### src/logic/cache_pkg.sv
`default_nettype none

package cache_pkg;

  localparam int addr_bits   = 12;
  localparam int offset_bits = 4;  // 16 byte lines
  localparam int index_bits  = 3;
  localparam int tag_bits    = addr_bits - offset_bits - index_bits;  // 5
  localparam int num_sets    = 1 << index_bits;
  localparam int num_ways    = 2;
  localparam int mem_lines   = 256;  // whole 4 KiB space
  localparam int mem_latency = 4;    // request edge to done

  typedef logic [addr_bits-1:0]  addr_t;
  typedef logic [31:0]           word_t;
  typedef logic [127:0]          line_t;
  typedef logic [tag_bits-1:0]   tag_t;
  typedef logic [index_bits-1:0] index_t;
  typedef logic [1:0]            word_sel_t;
  typedef logic [7:0]            line_addr_t;  // {tag, index}
  typedef logic                  way_t;

  // processor side
  typedef struct packed {
    logic  write;
    addr_t addr;
    word_t wdata;
  } cpu_req_t;

  typedef struct packed {
    logic  hit;   // first lookup hit
    word_t data;
  } cpu_resp_t;

  // memory side, one line per request
  typedef struct packed {
    logic       write;
    line_addr_t addr;
    line_t      line;
  } mem_req_t;

  typedef enum logic [1:0] {
    idle,
    compare_tag,
    writeback,
    allocate
  } cache_state_e;

endpackage

`default_nettype wire
### src/logic/line_store.sv
`timescale 1ns/1ps
`default_nettype none

module line_store (
  input  logic                 clk,
  input  logic                 reset,
  input  cache_pkg::index_t    index,
  input  cache_pkg::word_sel_t word_sel,
  input  cache_pkg::way_t      way,
  input  logic                 word_we,
  input  cache_pkg::word_t     wr_word,
  input  logic                 fill,
  input  cache_pkg::line_t     fill_line,
  output cache_pkg::word_t     rd_word,
  output cache_pkg::line_t     victim_line
);
  import cache_pkg::*;

  line_t lines [num_sets][num_ways];
  line_t sel_line;

  assign sel_line = lines[index][way];

  // word lane out of the addressed line
  assign rd_word     = sel_line[word_sel*$bits(word_t) +: $bits(word_t)];
  assign victim_line = sel_line;  // whole line for writeback

  // no writes land while reset is held
  always_ff @(posedge clk) begin
    if (!reset) begin
      if (fill) begin
        lines[index][way] <= fill_line;
      end else if (word_we) begin
        lines[index][way][word_sel*$bits(word_t) +: $bits(word_t)] <= wr_word;
      end
    end
  end

endmodule

`default_nettype wire

### config.mk
export PLATFORM = sky130hd
export DESIGN_NAME = line_store
export DESIGN_NICKNAME = d
export VERILOG_FILES = /design/src/logic/cache_pkg.sv /design/src/logic/line_store.sv
export SDC_FILE = /design/constraint.sdc
export NUM_CORES = 2
export LEC_CHECK = 0
export BUFFER_PORTS_ARGS = -buffer_cell sky130_fd_sc_hd__buf_4
export CORE_MARGIN = 4
export CORE_UTILIZATION = 50
export CTS_CLUSTER_DIAMETER = 50
export DETAILED_ROUTE_END_ITERATION = 10
export PLACE_DENSITY_LB_ADDON = 0.2
export SLEW_MARGIN = 20
export SYNTH_ARGS = -nofsm -noshare
export SYNTH_HDL_FRONTEND = slang
export SYNTH_SLANG_ARGS = --single-unit
### constraint.sdc
create_clock -name clk -period 5.2 [get_ports clk]
set_clock_uncertainty 0.05 [all_clocks]
set_input_delay 1.04 -clock clk [delete_from_list [all_inputs] [get_ports clk]]
set_output_delay 1.04 -clock clk [all_outputs]
set_load 0.01 [all_outputs]
==> summary.md <==
| Metric | Value |
|---|---|
| Mapped Area | 0.0833 mm2 |
| FMAX | around 190 MHz |
| GRT Total Usage | 35.1% |
| Drt drc | 0 |
| RePlAce Congestion | about 0.95 |
| Part of the cycle the worst path needs | 103% |
| Max cap viols | 0 |
| Setup TNS | -0.154 ns |
| Number of flip-flops in the largest register | a little over 2,000 |
| Seq/Total Area, Yosys | between 70% and 80% |
| Post-CTS setup repair buffer count | 0 |
| Cells after Synth | 5,160 |
| RSZ-0062 raised after global routing | false |
| Worst-Margin Slew | 1.18 ns |
| FFs w/ async S/R, synth | 0% |
| CTS H-tree depth | 4 |
| CTS tree | yes |
| Maximum vdd drop | 382 uV |
| Status | finished, violations left |
| Netlist cell types | 73 |
| Final ANT Viol Nets | 0 |
| Boundary pin count | 330 |
| Routed wire per std cell | 37.4 um |
| Biggest register | lines |
| Nature of the critical path startpoint | input pin |
| Failing checks | setup timing |
| Synth-to-Final Area Change | 18.9% |
| First-pass GRT wire length | around 420,000 um |
| Minimum clock period | between 5 and 6 ns |
| CTS Buf Count | 208 |
| CTS sink count | around 2,000 |
| Post-synthesis area per instance | roughly 16 um2 |
| Final hold violation count | 0 |
| Routed vias/inst | just under 7 |
| Vias in the first global route | roughly 53,000 |
| Most frequent cells in the layout | edfxtp_1 (2,048), buf_4 (774), nand2_1 (573), o21ai_0 (348), mux2i_1 (264) |
| P_leak | between 30 and 40 nW |
| Commonest non-fill, non-tap cell in the layout | edfxtp_1 |
| Post-DP HPWL | a little under 200,000 um |
| Die ar. | 0.173 mm2 |
| Share of layout cells above drive strength 1 | 25.8% |
| Ys flop type | edfxtp_1 |
| Crit path capture type | output pin |
| Longest Clk Path Bufs | 3 |
| Pin count of the biggest net entering global routing | 65 |
| Starting density of the core | approximately half |
| Critical-path maximum fanout | 24 |
| Critical path data required time | ~4.1 ns |
| Max Slew Vio Count | 0 |
| Syn nets | 5,335 |
| Iter 0 DRT Violations | 8,667 |
| # rows | ~150 |
| Layout net count | slightly above 6,000 |
| Total gr overflow | 0 |
| PwrDens | 371 mW/mm2 |
| Relative slew slack | a little over a fifth |
| Final setup viols | 1 |
| Die width | 416 um |
| Port bufs | 329 |
| Worst EP arrival | roughly 4.3 ns |
| Clock transition at the registers of the reported paths | 0.06 ns |
| DIE HEIGHT | roughly 420 um |
| Final wirelength | a little over 300,000 um |
| Top Registers | lines (2048) |
| YS warnings | 0 |
| Core ar. | 0.165 mm2 |
| Vias | 55,500 |
| TritonRoute pass-1 iters | 9 |
| Final WS setup | -0.154 ns |
| Clock root buffer | clkbuf_16 |
| Initial antenna violation count | 23 |
| Hold path cells | 4 |
| Synthesized flop and latch total | a little over 2,000 |
| Setup CP Type | in2out |
| WHS | roughly 0.6 ns |
| Tightest Hold Check Type | in2reg |
| Post-synth EDFFs | a little over 2,000 |
-- cell families after synthesis --
kind of cell	Yosys count	synth area share [%]
AOI/OAI and AO/OA	1289	10.9
buffers and inverters	381	2.38
and+or+nand+nor	908	4.62
adders and majority gates	5	0.0751
DFF	2048	73.8
muxes	529	8.21
-- area by class of cell --
| cell class | count | area (um2) |
|---|---|---|
| Antenna cell | 25 | 62.6 |
| Clock buffer | 254 | 5420 |
| Clock inverter | 126 | 1250 |
| Fill cell | 12400 | 66100 |
| Inverter | 8 | 42.5 |
| Multi-Input combinational cell | 2731 | 20500 |
| Sequential cell | 2048 | 61500 |
| Tap cell | 2189 | 2740 |
| Timing Repair Buffer | 861 | 7530 |
-- path summary, 6_finish.rpt --
kind                           end           from
worst max-delay path   rd_word[30]       index[1]
worst min-delay path  lines[1][14]  fill_line[14]
-- metrics by stage --
stage / setup slack, ns / cells / area, um2 / power (mW) / utilization [%]
3_3_place_gp: -0.128 / 7836 / 92200 / 22.2 / 55.8
6_report: -0.154 / 8242 / 99000 / 36.8 / 60.0
5_1_grt: 0.0186 / 8219 / 99000 / 37.6 / 59.9
3_5_place_dp: -0.0557 / 7836 / 92200 / 22.2 / 55.8
2_1_floorplan: 0.960 / 5160 / 83300 / 20.3 / -
4_1_cts: 0.0548 / 8216 / 98900 / 36.7 / 59.9
-- Yosys cell counts (69+ instances only) --
library cell / instances / share of area [%]
a21oi_1: 181 / 1.1
a221o_1: 69 / 0.83
a221oi_1: 126 / 1.3
a22oi_1: 125 / 1.1
buf_2: 128 / 0.77
clkbuf_1: 146 / 0.66
edfxtp_1: 2048 / 74
mux2_2: 153 / 2.1
mux2i_1: 266 / 3.2
mux4_2: 108 / 2.9
nand2_1: 583 / 2.6
nor2_1: 164 / 0.74
o21ai_0: 349 / 2.1
-- timing repair --
action,CTS,global route
pin swaps,0,0
hold buffers,0,0
setup endpoints to repair,3,4
resized for setup,3,4
hold endpoints to repair,0,0
gates cloned,0,0
-- critical path: stages --
cell and delay (ns):
buf_8 0.27, buf_4 0.30, and2_4 0.26, buf_12 0.15, buf_12 0.20, a22o_1 0.17, nand2_1 0.05, a31oi_1 0.75
a22o_1 0.63, a221o_1 0.24, buf_4 0.14
-- routing by layer --
metal / global-route usage (%) / up-vias / routed length (um)
li1: - / 22100 / -
met1: 45.6 / 28200 / 108000
met4: 24.0 / 6 / 25500
met3: 9.57 / 912 / 38700
met5: 0 / - / 29
met2: 51.7 / 4194 / 136000
-- where the power goes --
| group | internal [mW] | switching, mW |
|---|---|---|
| sequential | 18.4 | 0.0516 |
| combinational | 1.20 | 2.32 |
| clock | 8.49 | 6.29 |
| total | 28.1 | 8.66 |
Power figures use the tool's default switching activity.
