`src/logic/cache_pkg.sv`:
```
`default_nettype none

package cache_pkg;

  localparam int addr_bits   = 12;
  localparam int offset_bits = 4;  // 16 byte lines
  localparam int index_bits  = 3;
  localparam int tag_bits    = addr_bits - offset_bits - index_bits;  // 5
  localparam int num_sets    = 1 << index_bits;
  localparam int num_ways    = 2;
  localparam int mem_lines   = 256;  // whole 4 KiB space
  localparam int mem_latency = 4;    // request edge to done

  typedef logic [addr_bits-1:0]  addr_t;
  typedef logic [31:0]           word_t;
  typedef logic [127:0]          line_t;
  typedef logic [tag_bits-1:0]   tag_t;
  typedef logic [index_bits-1:0] index_t;
  typedef logic [1:0]            word_sel_t;
  typedef logic [7:0]            line_addr_t;  // {tag, index}
  typedef logic                  way_t;

  // processor side
  typedef struct packed {
    logic  write;
    addr_t addr;
    word_t wdata;
  } cpu_req_t;

  typedef struct packed {
    logic  hit;   // first lookup hit
    word_t data;
  } cpu_resp_t;

  // memory side, one line per request
  typedef struct packed {
    logic       write;
    line_addr_t addr;
    line_t      line;
  } mem_req_t;

  typedef enum logic [1:0] {
    idle,
    compare_tag,
    writeback,
    allocate
  } cache_state_e;

endpackage

`default_nettype wire
```
`src/logic/tag_store.sv`:
```
`timescale 1ns/1ps
`default_nettype none

module tag_store (
  input  logic              clk,
  input  logic              reset,
  input  cache_pkg::index_t lookup_index,
  input  cache_pkg::tag_t   lookup_tag,
  input  logic              touch,
  input  logic              mark_dirty,
  input  logic              fill,
  input  cache_pkg::way_t   act_way,
  output logic              hit,
  output cache_pkg::way_t   hit_way,
  output cache_pkg::way_t   victim_way,
  output logic              victim_dirty,
  output cache_pkg::tag_t   victim_tag
);
  import cache_pkg::*;

  tag_t tags  [num_sets][num_ways];
  logic valid [num_sets][num_ways];
  logic dirty [num_sets][num_ways];
  way_t lru   [num_sets];  // way to replace next

  logic hit0;
  logic hit1;

  // both ways compared in parallel
  assign hit0 = valid[lookup_index][0] && (tags[lookup_index][0] == lookup_tag);
  assign hit1 = valid[lookup_index][1] && (tags[lookup_index][1] == lookup_tag);

  assign hit     = hit0 | hit1;
  assign hit_way = hit1;  // a tag lives in at most one way

  assign victim_way   = lru[lookup_index];
  assign victim_dirty = dirty[lookup_index][victim_way];  // dirty implies valid
  assign victim_tag   = tags[lookup_index][victim_way];

  always_ff @(posedge clk) begin
    if (reset) begin
      for (int s = 0; s < num_sets; s++) begin
        lru[s] <= 1'b0;
        for (int w = 0; w < num_ways; w++) begin
          valid[s][w] <= 1'b0;
          dirty[s][w] <= 1'b0;
        end
      end
    end else begin
      if (touch) begin
        lru[lookup_index] <= ~act_way;  // point at the other way
      end
      if (mark_dirty) begin
        dirty[lookup_index][act_way] <= 1'b1;
      end
      if (fill) begin
        valid[lookup_index][act_way] <= 1'b1;
        dirty[lookup_index][act_way] <= 1'b0;  // fresh copy of memory
      end
    end
  end

  always_ff @(posedge clk) begin
    if (fill) begin
      tags[lookup_index][act_way] <= lookup_tag;
    end
  end

endmodule

`default_nettype wire

```
`config.mk`:
```
export PLATFORM = sky130hd
export DESIGN_NAME = tag_store
export DESIGN_NICKNAME = d
export VERILOG_FILES = /design/src/logic/cache_pkg.sv /design/src/logic/tag_store.sv
export SDC_FILE = /design/constraint.sdc
export NUM_CORES = 1
export LEC_CHECK = 0
export BUFFER_PORTS_ARGS = -buffer_cell sky130_fd_sc_hd__buf_2
export CAP_MARGIN = 20
export CORE_MARGIN = 5
export CORE_UTILIZATION = 40
export DETAILED_ROUTE_END_ITERATION = 8
export GPL_ROUTABILITY_DRIVEN = 0
export GPL_TIMING_DRIVEN = 0
export MAX_ROUTING_LAYER = met4
export SKIP_CTS_REPAIR_TIMING = 1
export SLEW_MARGIN = 20
export SYNTH_ARGS = -nofsm -noshare
export SYNTH_HDL_FRONTEND = slang
export SYNTH_SLANG_ARGS = --single-unit
```
`constraint.sdc`:
```
create_clock -name clk -period 2.6 [get_ports clk]
set_clock_uncertainty 0.2 [all_clocks]
set_input_delay 0.26 -clock clk [delete_from_list [all_inputs] [get_ports clk]]
set_output_delay 0.26 -clock clk [all_outputs]
set_load 0.02 [all_outputs]
```
==> impl_metrics.json <==
{
  "io-pin-count": 23,
  "vdd_drop_max_uv": 502,
  "crit_fanout": 2,
  "first_iter_violations": 326,
  "num-fill-cells": 1202,
  "grt_usage_pct": 16.8,
  "syn_area_per_cell_um2": 13.9,
  "num_vias": 3369,
  "final_nets": 435,
  "cts_max_level": 4,
  "start_kind": "flip-flop",
  "overflow": 0,
  "viasPerCell": 5.52,
  "maxSlewHeadroom_pct": 35.4,
  "drc": 0,
  "critPathKind": "reg2out",
  "netlist_area_mm2": 0.00530,
  "powerDensity_mw_per_mm2": 741,
  "synth-seq-cells": 120,
  "timing.fmax_mhz": 359,
  "crit_slowest_cell": "mux4_2",
  "drtAntennaViolNets": 0,
  "setup_viol": 5,
  "clock_sinks": 120,
  "cts_buffer_depth": 2,
  "required_ps": 2140,
  "cp_slowest_stage_delay_ps": 510,
  "dp_hpwl_um": 8380,
  "layout_commonest_cell": "edfxtp_1",
  "final_cell_mix": "edfxtp_1 (104), nor2_1 (80), clkbuf_16 (17)",
  "clk_latency_ps": 410,
  "worst-path-buf-inv": 1,
  "setup_slack_ps": -187,
  "synthXorXnorAreaFrac_pct": 1.63,
  "grt_max_degree": 20,
  "io_buffer_count": 18,
  "final_util_pct": 47.5,
  "grt_setup_unrepaired": "yes",
  "cts_tree": "yes",
  "dp_worst_setup_slack_ps": -356,
  "min_path_type": "in2reg",
  "areaGrowthSynthToFinish_pct": 17.8,
  "worstMarginPinSlew_ps": 967,
  "drtPass1Iterations": 5,
  "synthSimpleGateAreaFrac_pct": 11.5,
  "rows": 42,
  "avgRoutedWirePerCell_um": 20.8,
  "cp_cell_sequence": "mux4_2 > mux2i_4 > xor2_2 > o211ai_2 > nor4_4 > a31o_1 > buf_6",
  "root_buffer": "clkbuf_16",
  "synthMuxAreaShare_pct": 11.4,
  "stdcell_count": 610,
  "antenna_found_initial": 0,
  "p_leak_nw": 2.16,
  "status": "finished with violations",
  "synth_top_family_by_area": "simple AND/OR/NAND/NOR gates",
  "cp.arrival_ps": 2330,
  "cts_buffers": 17,
  "antennaDiodeCount": 0,
  "endpoint_kind": "output port",
  "finalCritPeriodShare_pct": 107,
  "die_x_um": 125,
  "yosysWarningCount": 0,
  "violations": "setup timing",
  "layout-drive-gt1-share_pct": 22.4,
  "ys_seq_area_share_pct": 65.0,
  "core_area_mm2": 0.0131,
  "finalHoldViolCount": 0,
  "path_clk_slew_ps": 60,
  "synth.distinct_cells": 49,
  "start_util_pct": 40.3,
  "dp.cells": 576,
  "period_needed_ps": 2790,
  "synth_compound_area_share_pct": 7.79,
  "cap_violations": 0,
  "fp.dieH_um": 125,
  "routed_wl_um": 12700,
  "slew_viol_final": 0,
  "grt_first_pass_wirelength_um": 19000,
  "syn_inst": 382,
  "syn-num-nets": 396,
  "die_area_mm2": 0.0157,
  "synthAdderAreaFrac_pct": 0,
  "path_delay_family": "multiplexers",
  "grt_pass1_vias": 3331
}
-- synthesized netlist by cell type (all sizes together) --
cell type,count,area (um^2)
a31o,4,35.0
mux2,6,67.6
a222oi,1,10.0
nor4b,1,8.76
nand2,12,45.0
nand3b,1,7.51
or2,1,6.26
and2,2,12.5
a22oi,7,52.6
nor4,2,27.5
nand4,1,6.26
o211ai,1,12.5
a221o,1,10.0
xor2,4,42.6
o21bai,8,60.1
buf,17,114
mux2i,20,213
nor3,2,10.0
dfxtp,16,320
nor3b,2,15.0
nor2b,10,62.6
a22o,2,17.5
a31oi,3,18.8
a21o,15,113
o21ai,4,20.0
a221oi,3,26.3
clkbuf,8,30.0
nand2b,5,31.3
a21oi,3,18.8
or3,1,6.26
o221ai,1,8.76
edfxtp,104,3120
and3,2,12.5
xnor2,5,43.8
a32o,1,10.0
nand3,11,55.1
mux4,14,323
nor2,81,304
-- cell families after synthesis --
logic type	Yosys count
flip-flops	120
buffers and inverters	25
multiplexers	40
AND/OR/NAND/NOR	134
XOR/XNOR	9
AO/OA/AOI/OAI	54
-- layout make-up --
class	instances	area (um^2)	share of cell area, %
plain buffers	25	160	2.57
flip-flops and latches	120	3440	55.2
repair buffers	20	135	2.16
clock buffers	20	437	7.00
clock inverters	12	81.3	1.30
multi-input cells	237	1770	28.3
well taps	176	220	3.53
-- metal layers --
layer | vias up | track usage (%) | part of all wire (%)
li1 | 1509 | - | -
met1 | 1701 | 20.1 | 40
met2 | 135 | 27.8 | 51
met3 | 24 | 4.35 | 7.0
met4 | 0 | 5.68 | 1.9
met5 | - | - | 0
-- path summary, 6_finish.rpt --
kind                  from          end  slack [ps]  cells after the start
max             tags[7][1]          hit        -190                      7
min          lookup_tag[2]   tags[6][2]          50                      1
max reg2reg    valid[1][1]  valid[1][1]        1800                      2
min reg2reg    valid[1][0]  valid[1][0]         270                      2
-- where the power goes --
part,internal [mW],switching (mW)
clock,1.20,0.819
sequential,2.15,0.0151
combinational,0.173,0.267
total,3.53,1.10
-- registers in the layout, indices dropped and copies added, names as in the netlist --
name / count
dirty: 16
lru: 8
tags: 80
valid: 16
-- through the flow --
stage | hold slack [ps] | area (um^2) | TNS [ps] | total power [mW]
4_1_cts | 45.9 | 6130 | -1330 | 4.59
3_5_place_dp | 258 | 5610 | -16550 | 2.59
3_3_place_gp | 245 | 5610 | -15410 | 2.59
6_report | 49.3 | 6240 | -463 | 4.63
5_1_grt | 57.4 | 6240 | -980 | 4.78
2_1_floorplan | 159 | 5300 | 0 | 2.46
(Power assumes the default switching activity.)
