==> config.mk <==
export PLATFORM = sky130hd
export DESIGN_NAME = cache_ctrl
export DESIGN_NICKNAME = d
export VERILOG_FILES = /design/src/logic/cache_pkg.sv /design/src/logic/cache_ctrl.sv
export SDC_FILE = /design/constraint.sdc
export NUM_CORES = 1
export LEC_CHECK = 0
export BUFFER_PORTS_ARGS = -buffer_cell sky130_fd_sc_hd__buf_2
export CAP_MARGIN = 30
export CORE_AREA = 4 4 219 221
export CTS_BUF_LIST = sky130_fd_sc_hd__clkbuf_2 sky130_fd_sc_hd__clkbuf_4 sky130_fd_sc_hd__clkbuf_8
export DETAILED_ROUTE_END_ITERATION = 6
export DIE_AREA = 0 0 223 225
export GPL_TIMING_DRIVEN = 0
export PLACE_DENSITY_LB_ADDON = 0.3
export SYNTH_ARGS = -nofsm -noshare
export SYNTH_HDL_FRONTEND = slang
export SYNTH_SLANG_ARGS = --single-unit
==> constraint.sdc <==
create_clock -name clk -period 2.1 [get_ports clk]
set_input_delay 0.21 -clock clk [delete_from_list [all_inputs] [get_ports clk]]
set_output_delay 0.21 -clock clk [all_outputs]
set_load 0.05 [all_outputs]
==> src/logic/cache_pkg.sv <==
`default_nettype none

package cache_pkg;

  localparam int addr_bits   = 12;
  localparam int offset_bits = 4;  // 16 byte lines
  localparam int index_bits  = 3;
  localparam int tag_bits    = addr_bits - offset_bits - index_bits;  // 5
  localparam int num_sets    = 1 << index_bits;
  localparam int num_ways    = 2;
  localparam int mem_lines   = 256;  // whole 4 KiB space
  localparam int mem_latency = 4;    // request edge to done

  typedef logic [addr_bits-1:0]  addr_t;
  typedef logic [31:0]           word_t;
  typedef logic [127:0]          line_t;
  typedef logic [tag_bits-1:0]   tag_t;
  typedef logic [index_bits-1:0] index_t;
  typedef logic [1:0]            word_sel_t;
  typedef logic [7:0]            line_addr_t;  // {tag, index}
  typedef logic                  way_t;

  // processor side
  typedef struct packed {
    logic  write;
    addr_t addr;
    word_t wdata;
  } cpu_req_t;

  typedef struct packed {
    logic  hit;   // first lookup hit
    word_t data;
  } cpu_resp_t;

  // memory side, one line per request
  typedef struct packed {
    logic       write;
    line_addr_t addr;
    line_t      line;
  } mem_req_t;

  typedef enum logic [1:0] {
    idle,
    compare_tag,
    writeback,
    allocate
  } cache_state_e;

endpackage

`default_nettype wire
==> src/logic/cache_ctrl.sv <==
`timescale 1ns/1ps
`default_nettype none

module cache_ctrl (
  input  logic                 clk,
  input  logic                 reset,
  input  logic                 req_valid,
  input  cache_pkg::cpu_req_t  req,
  output logic                 req_ready,
  output logic                 resp_valid,
  output cache_pkg::cpu_resp_t resp,
  output cache_pkg::tag_t      lookup_tag,
  output cache_pkg::index_t    lookup_index,
  output cache_pkg::word_sel_t word_sel,
  input  logic                 hit,
  input  cache_pkg::way_t      hit_way,
  input  cache_pkg::way_t      victim_way,
  input  logic                 victim_dirty,
  input  cache_pkg::tag_t      victim_tag,
  output logic                 touch,
  output logic                 mark_dirty,
  output logic                 fill,
  output cache_pkg::way_t      act_way,
  output cache_pkg::word_t     wr_word,
  input  cache_pkg::word_t     rd_word,
  input  cache_pkg::line_t     victim_line,
  output logic                 mem_req_valid,
  output cache_pkg::mem_req_t  mem_req,
  input  logic                 mem_done,
  input  cache_pkg::line_t     mem_rdata
);
  import cache_pkg::*;

  cache_state_e state;
  cache_state_e state_next;
  cpu_req_t     req_q;      // accepted request
  logic         miss_seen;  // this request went to memory
  logic         accept;

  assign accept = req_valid && req_ready;

  // address fields of the held request
  assign lookup_tag   = req_q.addr[addr_bits-1 -: tag_bits];
  assign lookup_index = req_q.addr[offset_bits +: index_bits];
  assign word_sel     = req_q.addr[offset_bits-1 -: $bits(word_sel_t)];
  assign wr_word      = req_q.wdata;

  assign req_ready  = (state == idle);
  assign resp_valid = (state == compare_tag) && hit;  // completing hit

  always_comb begin
    resp.hit  = !miss_seen;
    resp.data = rd_word;
  end

  assign touch      = resp_valid;
  assign mark_dirty = resp_valid && req_q.write;  // word write rides along
  assign fill       = (state == allocate) && mem_done;
  assign act_way    = resp_valid ? hit_way : victim_way;

  always_comb begin
    state_next    = state;
    mem_req_valid = 1'b0;
    mem_req.write = 1'b0;
    mem_req.addr  = {lookup_tag, lookup_index};  // fetch of the requested line
    mem_req.line  = '0;
    case (state)
      idle: begin
        if (req_valid) begin
          state_next = compare_tag;
        end
      end
      compare_tag: begin
        if (hit) begin
          state_next = idle;
        end else if (victim_dirty) begin
          // evict first
          mem_req_valid = 1'b1;
          mem_req.write = 1'b1;
          mem_req.addr  = {victim_tag, lookup_index};
          mem_req.line  = victim_line;
          state_next    = writeback;
        end else begin
          mem_req_valid = 1'b1;
          state_next    = allocate;
        end
      end
      writeback: begin
        if (mem_done) begin
          mem_req_valid = 1'b1;  // read follows the write at once
          state_next    = allocate;
        end
      end
      allocate: begin
        if (mem_done) begin
          state_next = compare_tag;  // retry lookup on the filled line
        end
      end
      default: begin
        state_next = idle;
      end
    endcase
  end

  always_ff @(posedge clk) begin
    if (reset) begin
      state     <= idle;
      miss_seen <= 1'b0;
    end else begin
      state <= state_next;
      if (accept) begin
        miss_seen <= 1'b0;
      end else if ((state == compare_tag) && !hit) begin
        miss_seen <= 1'b1;
      end
    end
  end

  always_ff @(posedge clk) begin
    if (accept) begin
      req_q <= req;
    end
  end

endmodule

`default_nettype wire

==> impl_metrics.env <==
export IMPL_grt_pass1_wl_um=26200
export IMPL_cts_buffers=5
export IMPL_via_per_inst=2.73
export IMPL_leakagePower_nw=3.60
export IMPL_fin_hold_ws_ps=43.3
export IMPL_multi_input_area_sq_mm=0.00137
export IMPL_drt_iter0_drc=80
export IMPL_tightest_slew_ps=386
export IMPL_power_share_clock_pct=18.0
export IMPL_ctsHoldBuffers=0
export IMPL_hold_violations=0
export IMPL_drc=0
export IMPL_power_w=0.00353
export IMPL_arrival_ps=1830
export IMPL_dieArea_sq_mm=0.0502
export IMPL_slew_limit_headroom_pct=74.4
export IMPL_placementRows=79
export IMPL_synthArstFlopShare_pct=0
export IMPL_r2r_cells=5
export IMPL_finalSetupTns_ps=0
export IMPL_clock_sinks=46
export IMPL_start_util_pct=7.44
export IMPL_cts_htree_levels=2
export IMPL_worst_slack_ps=63.4
export IMPL_hold_depth=1
export IMPL_tritoncts="yes"
export IMPL_io_buffers=402
export IMPL_crit_type="register to output port"
export IMPL_io_pins=565
export IMPL_via_count=3634
export IMPL_synth_edf_count=43
export IMPL_dr_pass1_iters=4
export IMPL_netlist_area_sq_mm=0.00343
export IMPL_cap_viol_max_count=0
export IMPL_dp_cells=1313
export IMPL_wl_per_cell_um=14.9
export IMPL_regArea_sq_mm=0.00136
export IMPL_die_x_um=223
export IMPL_syn_to_final_growth_pct=118
export IMPL_yosysWarnings=0
export IMPL_clk_latency_ps=330
export IMPL_ys_seq_elements=46
export IMPL_synth_common_cells="and2_4, buf_4, edfxtp_1, and2_1, buf_6"
export IMPL_fin_nets=1071
export IMPL_power_density_mw_per_mm2=472
export IMPL_grt_max_degree=37
export IMPL_pwr_share_seq_pct=31.9
export IMPL_p_int_w=0.00202
export IMPL_crit_start="state[1]$_SDFFE_PP0P_"
export IMPL_synth_top_area_share_pct=37.6
export IMPL_die_h_um=225
export IMPL_drive_gt1_share_pct=87.6
export IMPL_synthCells=303
export IMPL_power_frac_comb_pct=50.1
export IMPL_grt_setup_unrepaired="true"
export IMPL_synth_cell_types=24
export IMPL_path_clk_slew_ps=110
export IMPL_synth_most_common_cell="and2_4"
export IMPL_drv_slew=0
export IMPL_status="finished clean"
export IMPL_worstPathRequired_ps=1890
export IMPL_coreArea_sq_mm=0.0462
export IMPL_worst_setup_path_end_kind="output port"
export IMPL_fmax_mhz=491
export IMPL_final_cells=1333
export IMPL_synth_avg_cell_area_sq_um=11.3
export IMPL_wl_um=19900
export IMPL_final_setup_viol_count=0
export IMPL_switching_power_w=0.00151
export IMPL_ys_flop_type="edfxtp_1"
export IMPL_yosysSeqAreaShare_pct=39.3
export IMPL_cp_max_fo=10
export IMPL_synth_nets=655
export IMPL_place_hpwl_um=17000
export IMPL_cts_root_buffer="clkbuf_8"
export IMPL_clock_skew_ps=15.7
export IMPL_synth_area_leaders="edfxtp_1, and2_4, buf_4"
export IMPL_place_ws_ps=15.6
export IMPL_grt_pass1_vias=3844
export IMPL_antenna_found_initial=19
export IMPL_start_kind="register"
export IMPL_fillCellCount=5146
export IMPL_place_gp_congestion=0.847
export IMPL_synth_top_area_cell="edfxtp_1"
export IMPL_r2r_start="state[1]$_SDFFE_PP0P_"
export IMPL_switching_share_pct=42.8
export IMPL_fin_crit_sh_pct=97.0
export IMPL_overflow=0
export IMPL_crit_path_end="mem_req[71]"
export IMPL_cts_buffer_depth=2
export IMPL_rrSetupSlack_ps=450
export IMPL_grt_use_total_pct=7.18
export IMPL_r2r_end="wr_word[17]$_DFFE_PP_"
export IMPL_fin_crit_ps=2040
export IMPL_detail_route_antenna_nets=0
export IMPL_peakVddDrop_mv=0.520
export IMPL_hold_class="input pin to register"
==> worst min path at each step <==
| stage | startpoint | endpoint |
|---|---|---|
| after floorplan | reset | state[0]$_SDFFE_PP0P_ |
| after global placement | req[31] | wr_word[31]$_DFFE_PP_ |
| after detailed placement | req[19] | wr_word[19]$_DFFE_PP_ |
| after CTS | req[41] | lookup_tag[2]$_DFFE_PP_ |
| after global routing | req[41] | lookup_tag[2]$_DFFE_PP_ |
| final | req[19] | wr_word[19]$_DFFE_PP_ |
==> registers in the layout, summed over array words and instances (netlist names) <==
signal	count
req_q	1
lookup_tag	5
miss_seen	1
state	2
wr_word	32
lookup_index	3
word_sel	2
==> metal layers <==
| layer | wire, um | global-route usage, % |
|---|---|---|
| met1 | 6300 | 6.84 |
| met2 | 10800 | 14.2 |
| met3 | 2340 | 3.07 |
| met4 | 433 | 1.67 |
| met5 | 41 | 0 |
==> repair_timing <==
item                                    4_1_cts  5_1_grt
setup buffers                                 3        2
gates resized for setup                     302       21
cloned                                        1        1
hold endpoints to repair                      0        0
pin swaps                                     3        5
endpoints found under the setup margin      134      128
==> worst max-delay path, stage by stage (launching register included) <==
cell and delay (ps):
dfxtp_2 350, inv_4 70, ha_4 120, and3b_4 300, buf_12 180, buf_8 140
and2_4 170, buf_8 140
==> power by group through the flow <==
stage | Sequential [W] | Combinational (W) | Clock, W
floorplan | 0.00114 | 0.00114 | 0
global placement | 0.00115 | 0.00160 | 0
finish | 0.00113 | 0.00177 | 0.000636
detailed placement | 0.00114 | 0.00161 | 0
global route | 0.00114 | 0.00187 | 0.000715
CTS | 0.00113 | 0.00178 | 0.000683
==> cell usage in the layout, fill, tap and decap left out, drive strengths merged, types with 2 or more instances in the layout <==
| cell type | instances |
|---|---|
| diode | 6 |
| dfxtp | 3 |
| buf | 499 |
| nand2b | 2 |
| and2 | 130 |
| ha | 6 |
| mux2 | 6 |
| inv | 6 |
| clkbuf | 7 |
| edfxtp | 43 |
| nor2 | 3 |
| a21oi | 4 |
==> kinds of logic after synthesis <==
family | count (synthesis) | synth area share [%]
AND/OR/NAND/NOR | 141 | 32.8
flip-flops | 46 | 39.3
AO/OA/AOI/OAI | 8 | 1.68
adder cells (fa/ha/maj) | 6 | 2.19
buffers and inverters | 96 | 22.0
multiplexers | 6 | 1.97
==> cell type report <==
| cell class | instances | area share [%] |
|---|---|---|
| sequential | 46 | 18.1 |
| clock inverter | 3 | 0.368 |
| inverter | 4 | 0.234 |
| buffer | 92 | 10.9 |
| clock buffer | 5 | 0.921 |
| antenna | 6 | 0.201 |
| multi-input combinational | 161 | 18.3 |
| timing repair buffer | 409 | 40.8 |
| tap | 607 | 10.2 |
==> stage by stage <==
step / utilization (%) / cell area, sq um
2_1_floorplan: - / 3440
3_3_place_gp: 13.4 / 6210
3_5_place_dp: 13.5 / 6230
4_1_cts: 16.0 / 7370
5_1_grt: 16.2 / 7460
6_report: 16.2 / 7480
Power figures use the tool's default switching activity.
